File: config.mk
export PLATFORM = sky130hd
export DESIGN_NAME = gbCore
export DESIGN_NICKNAME = d
export VERILOG_FILES = /design/src/source/gbPackage.sv /design/src/source/memoryUnit.sv /design/src/source/interruptController.sv /design/src/source/timerUnit.sv /design/src/source/buttonPort.sv /design/src/source/gbCore.sv
export SDC_FILE = /design/constraint.sdc
export NUM_CORES = 2
export LEC_CHECK = 0
export CAP_MARGIN = 0
export CORE_MARGIN = 5
export CORE_UTILIZATION = 32
export CTS_CLUSTER_SIZE = 24
export DETAILED_ROUTE_END_ITERATION = 10
export DONT_BUFFER_PORTS = 1
export SYNTH_ARGS = -nofsm -noshare
export SYNTH_HDL_FRONTEND = slang
export SYNTH_SLANG_ARGS = --single-unit
File: constraint.sdc
create_clock -name clock -period 5.42 [get_ports clock]
set_input_delay 0.271 -clock clock [delete_from_list [all_inputs] [get_ports clock]]
set_output_delay 0.271 -clock clock [all_outputs]
set_load 0.02 [all_outputs]
File: src/source/gbPackage.sv
package gbPackage;

	////////////////////////////////////////
	// Register bus
	////////////////////////////////////////

	// I/O register addressed by the current CPU access
	typedef enum logic [3:0] {
		RegNone,
		RegJoypad,
		RegDiv,
		RegTima,
		RegTma,
		RegTac,
		RegIf,
		RegIe
	} RegisterId;

	////////////////////////////////////////
	// Memory map
	////////////////////////////////////////

	// Work RAM window, smaller RAM sizes mirror inside it
	localparam logic [15:0] WorkRamBase = 16'hC000;
	localparam logic [15:0] WorkRamSpan = 16'h2000;

	// High RAM runs up to but not including IE
	localparam logic [15:0] HighRamBase = 16'hFF80;

	localparam logic [15:0] JoypadAddr = 16'hFF00;
	localparam logic [15:0] DivAddr = 16'hFF04;
	localparam logic [15:0] TimaAddr = 16'hFF05;
	localparam logic [15:0] TmaAddr = 16'hFF06;
	localparam logic [15:0] TacAddr = 16'hFF07;
	localparam logic [15:0] IfAddr = 16'hFF0F;
	localparam logic [15:0] IeAddr = 16'hFFFF;

	// Returned for any address nothing answers to
	localparam logic [7:0] UnmappedData = 8'hFF;

	////////////////////////////////////////
	// Interrupt sources
	////////////////////////////////////////

	localparam int IntTimer = 2;
	localparam int IntJoypad = 4;

endpackage

File: src/source/memoryUnit.sv
`timescale 1ns/1ps

module memoryUnit #(
	parameter int WorkRamBytes = 256
) (
	input  logic                 clock,
	input  logic                 reset,
	input  logic [15:0]          cpuAddr,
	input  logic [7:0]           cpuWriteData,
	input  logic                 cpuWe,
	input  logic                 cpuReadRequest,
	output logic [7:0]           cpuReadData,
	output gbPackage::RegisterId regSelect,
	output logic [7:0]           regWriteData,
	output logic                 timerWe,
	output logic                 interruptWe,
	output logic                 joypadWe,
	input  logic [7:0]           joypadData,
	input  logic [7:0]           divData,
	input  logic [7:0]           timaData,
	input  logic [7:0]           tmaData,
	input  logic [7:0]           tacData,
	input  logic [7:0]           ifData,
	input  logic [7:0]           ieData
);

	localparam int RamAddrWidth = $clog2(WorkRamBytes);

	logic [7:0] workRam [WorkRamBytes];
	logic [7:0] highRam [127];

	logic isWorkRam;
	logic isHighRam;
	logic [RamAddrWidth-1:0] workRamIndex;
	logic [6:0] highRamIndex;
	logic [7:0] readValue;

	////////////////////////////////////////
	// Address decode
	////////////////////////////////////////

	assign isWorkRam = (cpuAddr >= gbPackage::WorkRamBase) &&
		(cpuAddr < gbPackage::WorkRamBase + gbPackage::WorkRamSpan);
	assign isHighRam = (cpuAddr >= gbPackage::HighRamBase) && (cpuAddr != gbPackage::IeAddr);

	// Low address bits only, so the RAM repeats across the window
	assign workRamIndex = cpuAddr[RamAddrWidth-1:0];
	assign highRamIndex = cpuAddr[6:0];

	always_comb begin
		case (cpuAddr)
			gbPackage::JoypadAddr: regSelect = gbPackage::RegJoypad;
			gbPackage::DivAddr:    regSelect = gbPackage::RegDiv;
			gbPackage::TimaAddr:   regSelect = gbPackage::RegTima;
			gbPackage::TmaAddr:    regSelect = gbPackage::RegTma;
			gbPackage::TacAddr:    regSelect = gbPackage::RegTac;
			gbPackage::IfAddr:     regSelect = gbPackage::RegIf;
			gbPackage::IeAddr:     regSelect = gbPackage::RegIe;
			default:               regSelect = gbPackage::RegNone;
		endcase
	end

	assign regWriteData = cpuWriteData;

	// One strobe per peripheral, only during the write cycle
	always_comb begin
		timerWe = 1'b0;
		interruptWe = 1'b0;
		joypadWe = 1'b0;
		if (cpuWe) begin
			case (regSelect)
				gbPackage::RegJoypad: joypadWe = 1'b1;
				gbPackage::RegDiv, gbPackage::RegTima,
				gbPackage::RegTma, gbPackage::RegTac: timerWe = 1'b1;
				gbPackage::RegIf, gbPackage::RegIe: interruptWe = 1'b1;
				default: ;
			endcase
		end
	end

	////////////////////////////////////////
	// RAM and read path
	////////////////////////////////////////

	always_ff @(posedge clock) begin
		if (cpuWe && isWorkRam)
			workRam[workRamIndex] <= cpuWriteData;
		if (cpuWe && isHighRam)
			highRam[highRamIndex] <= cpuWriteData;
	end

	always_comb begin
		if (isWorkRam)
			readValue = workRam[workRamIndex];
		else if (isHighRam)
			readValue = highRam[highRamIndex];
		else begin
			case (regSelect)
				gbPackage::RegJoypad: readValue = joypadData | 8'hC0;  // P1 bits 7:6 unused
				gbPackage::RegDiv:    readValue = divData;
				gbPackage::RegTima:   readValue = timaData;
				gbPackage::RegTma:    readValue = tmaData;
				gbPackage::RegTac:    readValue = tacData | 8'hF8;
				gbPackage::RegIf:     readValue = ifData;
				gbPackage::RegIe:     readValue = ieData;
				default:              readValue = gbPackage::UnmappedData;
			endcase
		end
	end

	// Holds the last read until the next request
	always_ff @(posedge clock) begin
		if (reset)
			cpuReadData <= 8'h00;
		else if (cpuReadRequest)
			cpuReadData <= readValue;
	end

	strobesExclusive: assert property (@(posedge clock) disable iff (reset)
		!(cpuWe && cpuReadRequest));

endmodule

File: src/source/interruptController.sv
`timescale 1ns/1ps

module interruptController (
	input  logic                 clock,
	input  logic                 reset,
	input  gbPackage::RegisterId regSelect,
	input  logic [7:0]           regWriteData,
	input  logic                 interruptWe,
	input  logic [4:0]           requests,
	output logic [7:0]           ifData,
	output logic [7:0]           ieData,
	output logic [4:0]           interruptPending
);

	// Sources present in this system
	localparam logic [4:0] SourceMask =
		5'((1 << gbPackage::IntTimer) | (1 << gbPackage::IntJoypad));

	logic [4:0] flags;
	logic [7:0] enables;
	logic [4:0] acceptedRequests;

	assign acceptedRequests = requests & SourceMask;

	////////////////////////////////////////
	// Flag and enable registers
	////////////////////////////////////////

	always_ff @(posedge clock) begin
		if (reset) begin
			flags <= 5'd0;
			enables <= 8'h00;
		end else begin
			// A request in the same cycle as an IF write keeps its bit set
			if (interruptWe && regSelect == gbPackage::RegIf)
				flags <= regWriteData[4:0] | acceptedRequests;
			else
				flags <= flags | acceptedRequests;

			if (interruptWe && regSelect == gbPackage::RegIe)
				enables <= regWriteData;
		end
	end

	assign ifData = {3'b111, flags};
	assign ieData = enables;
	assign interruptPending = enables[4:0] & flags;

	pendingOnlyEnabled: assert property (@(posedge clock) disable iff (reset)
		(interruptPending & ~ieData[4:0]) == 5'd0);

endmodule

File: src/source/timerUnit.sv
`timescale 1ns/1ps

module timerUnit #(
	parameter int DividerWidth = 16
) (
	input  logic                 clock,
	input  logic                 reset,
	input  gbPackage::RegisterId regSelect,
	input  logic [7:0]           regWriteData,
	input  logic                 timerWe,
	output logic [7:0]           divData,
	output logic [7:0]           timaData,
	output logic [7:0]           tmaData,
	output logic [7:0]           tacData,
	output logic                 timerRequest
);

	logic [DividerWidth-1:0] divider;
	logic [7:0] tima;
	logic [7:0] tma;
	logic [2:0] tac;
	logic tapNow;
	logic tapPrev;
	logic timaTick;
	logic timaWrite;

	////////////////////////////////////////
	// Rate tap and edge detect
	////////////////////////////////////////

	always_comb begin
		case (tac[1:0])
			2'd0: tapNow = divider[9];
			2'd1: tapNow = divider[3];
			2'd2: tapNow = divider[5];
			default: tapNow = divider[7];
		endcase
	end

	// Falling edge of the tap, also caused by a DIV clear or a rate change
	assign timaTick = tac[2] && tapPrev && !tapNow;
	assign timaWrite = timerWe && (regSelect == gbPackage::RegTima);

	// CPU write to TIMA cancels the overflow
	assign timerRequest = timaTick && !timaWrite && (tima == 8'hFF);

	////////////////////////////////////////
	// Registers
	////////////////////////////////////////

	always_ff @(posedge clock) begin
		if (reset) begin
			divider <= '0;
			tapPrev <= 1'b0;
			tima <= 8'h00;
			tma <= 8'h00;
			tac <= 3'd0;
		end else begin
			tapPrev <= tapNow;

			if (timerWe && regSelect == gbPackage::RegDiv)
				divider <= '0;
			else
				divider <= divider + 1'b1;

			if (timaWrite)
				tima <= regWriteData;
			else if (timerRequest)
				tima <= tma;
			else if (timaTick)
				tima <= tima + 8'd1;

			if (timerWe && regSelect == gbPackage::RegTma)
				tma <= regWriteData;
			if (timerWe && regSelect == gbPackage::RegTac)
				tac <= regWriteData[2:0];
		end
	end

	assign divData = divider[DividerWidth-1 -: 8];
	assign timaData = tima;
	assign tmaData = tma;
	assign tacData = {5'b00000, tac};

	singleCycleRequest: assert property (@(posedge clock) disable iff (reset)
		timerRequest |=> !timerRequest);

endmodule

File: src/source/buttonPort.sv
`timescale 1ns/1ps

module buttonPort (
	input  logic                 clock,
	input  logic                 reset,
	input  logic [7:0]           buttons,
	input  gbPackage::RegisterId regSelect,
	input  logic [7:0]           regWriteData,
	input  logic                 joypadWe,
	output logic [7:0]           joypadData,
	output logic                 joypadRequest
);

	logic [7:0] buttonsMeta;
	logic [7:0] buttonsSync;
	logic [1:0] groupSelect;
	logic [3:0] pressed;
	logic [3:0] lines;
	logic [3:0] linesPrev;

	always_ff @(posedge clock) begin
		if (reset) begin
			buttonsMeta <= 8'h00;
			buttonsSync <= 8'h00;
			groupSelect <= 2'b11;
			linesPrev <= 4'hF;
		end else begin
			buttonsMeta <= buttons;
			buttonsSync <= buttonsMeta;
			linesPrev <= lines;
			if (joypadWe && regSelect == gbPackage::RegJoypad)
				groupSelect <= regWriteData[5:4];
		end
	end

	// Select bits are active low, both low merges the two groups
	always_comb begin
		pressed = 4'b0000;
		if (!groupSelect[0])
			pressed = pressed | buttonsSync[3:0];
		if (!groupSelect[1])
			pressed = pressed | buttonsSync[7:4];
	end

	assign lines = ~pressed;
	assign joypadData = {2'b00, groupSelect, lines};

	// Any selected line going low
	assign joypadRequest = |(linesPrev & ~lines);

endmodule

File: src/source/gbCore.sv
`timescale 1ns/1ps

module gbCore #(
	parameter int WorkRamBytes = 256,
	parameter int DividerWidth = 16
) (
	input  logic        clock,
	input  logic        reset,
	input  logic [15:0] cpuAddr,
	input  logic [7:0]  cpuWriteData,
	input  logic        cpuWe,
	input  logic        cpuReadRequest,
	input  logic [7:0]  buttons,
	output logic [7:0]  cpuReadData,
	output logic [4:0]  interruptPending
);

	gbPackage::RegisterId regSelect;
	logic [7:0] regWriteData;
	logic timerWe;
	logic interruptWe;
	logic joypadWe;

	logic [7:0] joypadData;
	logic [7:0] divData;
	logic [7:0] timaData;
	logic [7:0] tmaData;
	logic [7:0] tacData;
	logic [7:0] ifData;
	logic [7:0] ieData;

	logic timerRequest;
	logic joypadRequest;
	logic [4:0] requests;

	////////////////////////////////////////
	// Interrupt request routing
	////////////////////////////////////////

	always_comb begin
		requests = 5'd0;
		requests[gbPackage::IntTimer] = timerRequest;
		requests[gbPackage::IntJoypad] = joypadRequest;
	end

	memoryUnit #(
		.WorkRamBytes(WorkRamBytes)
	) u_memoryUnit (
		.clock(clock),
		.reset(reset),
		.cpuAddr(cpuAddr),
		.cpuWriteData(cpuWriteData),
		.cpuWe(cpuWe),
		.cpuReadRequest(cpuReadRequest),
		.cpuReadData(cpuReadData),
		.regSelect(regSelect),
		.regWriteData(regWriteData),
		.timerWe(timerWe),
		.interruptWe(interruptWe),
		.joypadWe(joypadWe),
		.joypadData(joypadData),
		.divData(divData),
		.timaData(timaData),
		.tmaData(tmaData),
		.tacData(tacData),
		.ifData(ifData),
		.ieData(ieData)
	);

	interruptController u_interruptController (
		.clock(clock),
		.reset(reset),
		.regSelect(regSelect),
		.regWriteData(regWriteData),
		.interruptWe(interruptWe),
		.requests(requests),
		.ifData(ifData),
		.ieData(ieData),
		.interruptPending(interruptPending)
	);

	timerUnit #(
		.DividerWidth(DividerWidth)
	) u_timerUnit (
		.clock(clock),
		.reset(reset),
		.regSelect(regSelect),
		.regWriteData(regWriteData),
		.timerWe(timerWe),
		.divData(divData),
		.timaData(timaData),
		.tmaData(tmaData),
		.tacData(tacData),
		.timerRequest(timerRequest)
	);

	buttonPort u_buttonPort (
		.clock(clock),
		.reset(reset),
		.buttons(buttons),
		.regSelect(regSelect),
		.regWriteData(regWriteData),
		.joypadWe(joypadWe),
		.joypadData(joypadData),
		.joypadRequest(joypadRequest)
	);

endmodule

==> metrics.cfg <==
[timing]
max_freq_ghz=0.192
fin_crit_ns=5.21
setup_viol=0
slew_headroom_pct=-28.2
slew_viol_final=458
finalHoldViolations=2
rsz0062_at_grt=no
period_share_pct=96.0
finalClockSkew_ns=0.0446
whs_ns=-0.0269
finalSetupTns_ns=0
worst_pin_slew_ns=1.92

[hold_path]
hold_path_class=in2reg

[clock_network]
cts_root_buffer=clkbuf_16
clock_latency_ns=0.88
clock-sinks=3143
cts.reportedPaths.clkPinSlew_ns=0.06
numCtsBuffers=315
cts_tree=built
htreeDepth=5
cts_setup_buffers=0
ctsLongestPathBuffers=4

[global_route]
grt_max_degree=651
antenna_found_initial=27
gr-usage-all-layers_pct=18.1
grt_pass1_wl_um=514000
gr-total-overflow=0
grt_pass1_vias=63700

[finish]
stdcell_area_um2=139000
num-fill-cells=34500
layout-drive-gt1-share_pct=21.2
syn_to_final_growth_pct=13.4
fin_nets=6235
final_cell_mix=3,064 x edfxtp_1, 734 x mux4_2, 484 x nor2_1
layout_commonest_cell=edfxtp_1

[place]
dpl_cell_area_um2=128000
hpwl_um=210000
port_buffers=0
gp_congestion=0.878

[route]
drtIter0Drc=9894
viasPerCell=5.63
ant_nets=0
drt_wl_total_um=373000
via_count=64800
drtPass1Iterations=7
wl_per_cell_um=32.4
drc=0

[synthesis]
synthArstFlopShare_pct=0
synth-edff-count=3064
synth_top_cell_area_share_pct=75.0
synth_area_um2=123000
ys_types=82
synth_top_cell_by_area=edfxtp_1
yosys-top-cells-area=edfxtp_1 75%, mux4_2 13%, nor2_1 1.5%
syn_inst=6065
synth-seq-cells=3143
synthFlopType=edfxtp_1
ys_warn_count=0
ys_seq_area_share_pct=76.3
syn_nets=6103
synth.avg_cell_area_um2=20.2

[worst_setup_path]
critPathKind=in2reg
end_kind=register
cp_max_fo=171
worstPathArrival_ns=5.95
crit_required_ns=6.16
reg2reg_setup_slack_ns=1.73
startpoint_type=input port

[die]
rows=227
initial_core_util_pct=32.1
core_um2=382000
io_pins=49
dieHeight_um=629
die_area_um2=396000
fp.dieW_um=629

[run_status]
violations=hold timing, capacitance limit, slew limit
run_status=finished, violations left

[pwr]
p_per_area_nw_per_um2=360
p_leak_nw=42.1
vdd_drop_max_mv=0.240
power_w=0.0501

[flow_run]
max_cap_violations=1

## power breakdown
group	switching (W)	internal [W]
clock network	0.00916	0.0119
logic	0.00153	0.000792
registers	0.0000342	0.0267
total	0.0107	0.0393
## flip-flops by register name (all words and copies together), names as in the netlist
signal and count:
u_timerUnit.tapPrev 1, u_buttonPort.linesPrev 4, u_memoryUnit.highRam 1016, u_interruptController.ieData 8, u_buttonPort.buttonsMeta 8, u_interruptController.flags 5, u_timerUnit.divider 16, u_memoryUnit.cpuReadData 8
u_memoryUnit.workRam 2048, u_timerUnit.timaData 8, u_timerUnit.tac 3, u_buttonPort.groupSelect 2, u_timerUnit.tmaData 8, u_buttonPort.buttonsSync 8
## metal layers
metal | vias to the layer above | global-route usage [%] | part of all wire [%] | wire length [µm]
met5 | - | 0 | 0.019 | 69
met4 | 10 | 8.16 | 5.3 | 19800
met3 | 824 | 4.42 | 11 | 40400
met2 | 4090 | 28.2 | 46 | 172000
met1 | 34500 | 24.1 | 38 | 141000
li1 | 25400 | - | - | -
## through the flow
step,instances,util [%],worst slack (ns)
after floorplan,6065,-,2.63
after global placement,10900,33.6,0.369
after detailed placement,10900,33.6,0.641
after CTS,11500,36.3,1.55
after global routing,11500,36.4,0.272
final,11500,36.4,0.215
## kinds of logic (layout without fill, tap and decap cells)
group / after synthesis / after routing / share of synthesized area, %
flip-flops: 3143 / 3143 / 76.3
AND/OR/NAND/NOR: 1098 / 1098 / 4.06
multiplexers: 921 / 921 / 15.0
AO/OA/AOI/OAI: 504 / 504 / 2.85
buffers and inverters: 382 / 760 / 1.66
XOR/XNOR: 15 / 15 / 0.107
adder cells (fa/ha/maj): 2 / 2 / 0.0204
other: 0 / 21 / 0
## cells in the mapped netlist (22+ instances only)
library cell	instances
mux2i_1	170
edfxtp_1	3064
dfxtp_1	79
buf_2	104
a31oi_1	24
a22o_1	22
a221oi_1	28
o21ai_0	39
buf_6	34
nand4_1	43
nand3_1	117
nand2_1	259
nor2_1	488
a22oi_1	95
buf_4	51
clkbuf_1	142
o22ai_1	51
mux4_2	734
a211oi_1	23
buf_1	31
a21oi_1	115
nor2b_1	45
## worst max-delay path, stage by stage
cell and delay (ns):
buf_16 0.60, buf_16 0.47, buf_16 0.71, nor2b_4 0.65, buf_4 0.55, a22oi_1 0.20
a211oi_1 0.85, nand4_1 0.27, nor4_2 0.68, buf_4 0.21, o31ai_1 0.06
## repair_timing
action                                  CTS  global route
endpoints found under the hold margin  2174           153
resized for setup                         0             1
hold buffers                             36             2
setup endpoints to repair                 0             3
## layout make-up
class	count	area (µm²)	area share, %
antenna	21	52.6	0.0378
clock buffer	383	8290	5.96
clock inverter	180	1430	1.02
inverter	18	75.1	0.0540
multi-input combinational	2540	27200	19.6
sequential	3143	93600	67.3
tap	5038	6300	4.53
timing repair buffer	179	2160	1.55
## worst paths after layout
kind,cells past startpoint,from,endpoint
worst max-delay path,11,cpuAddr[1],u_memoryUnit.cpuReadData[6]
worst min-delay path,1,cpuWriteData[0],u_memoryUnit.highRam[51][0]
worst max register to register,8,u_memoryUnit.workRam[103][7],u_memoryUnit.cpuReadData[7]
worst min register to register,1,u_buttonPort.buttonsMeta[0],u_buttonPort.buttonsSync[0]
Note: power is estimated with default switching activity, not from simulation.
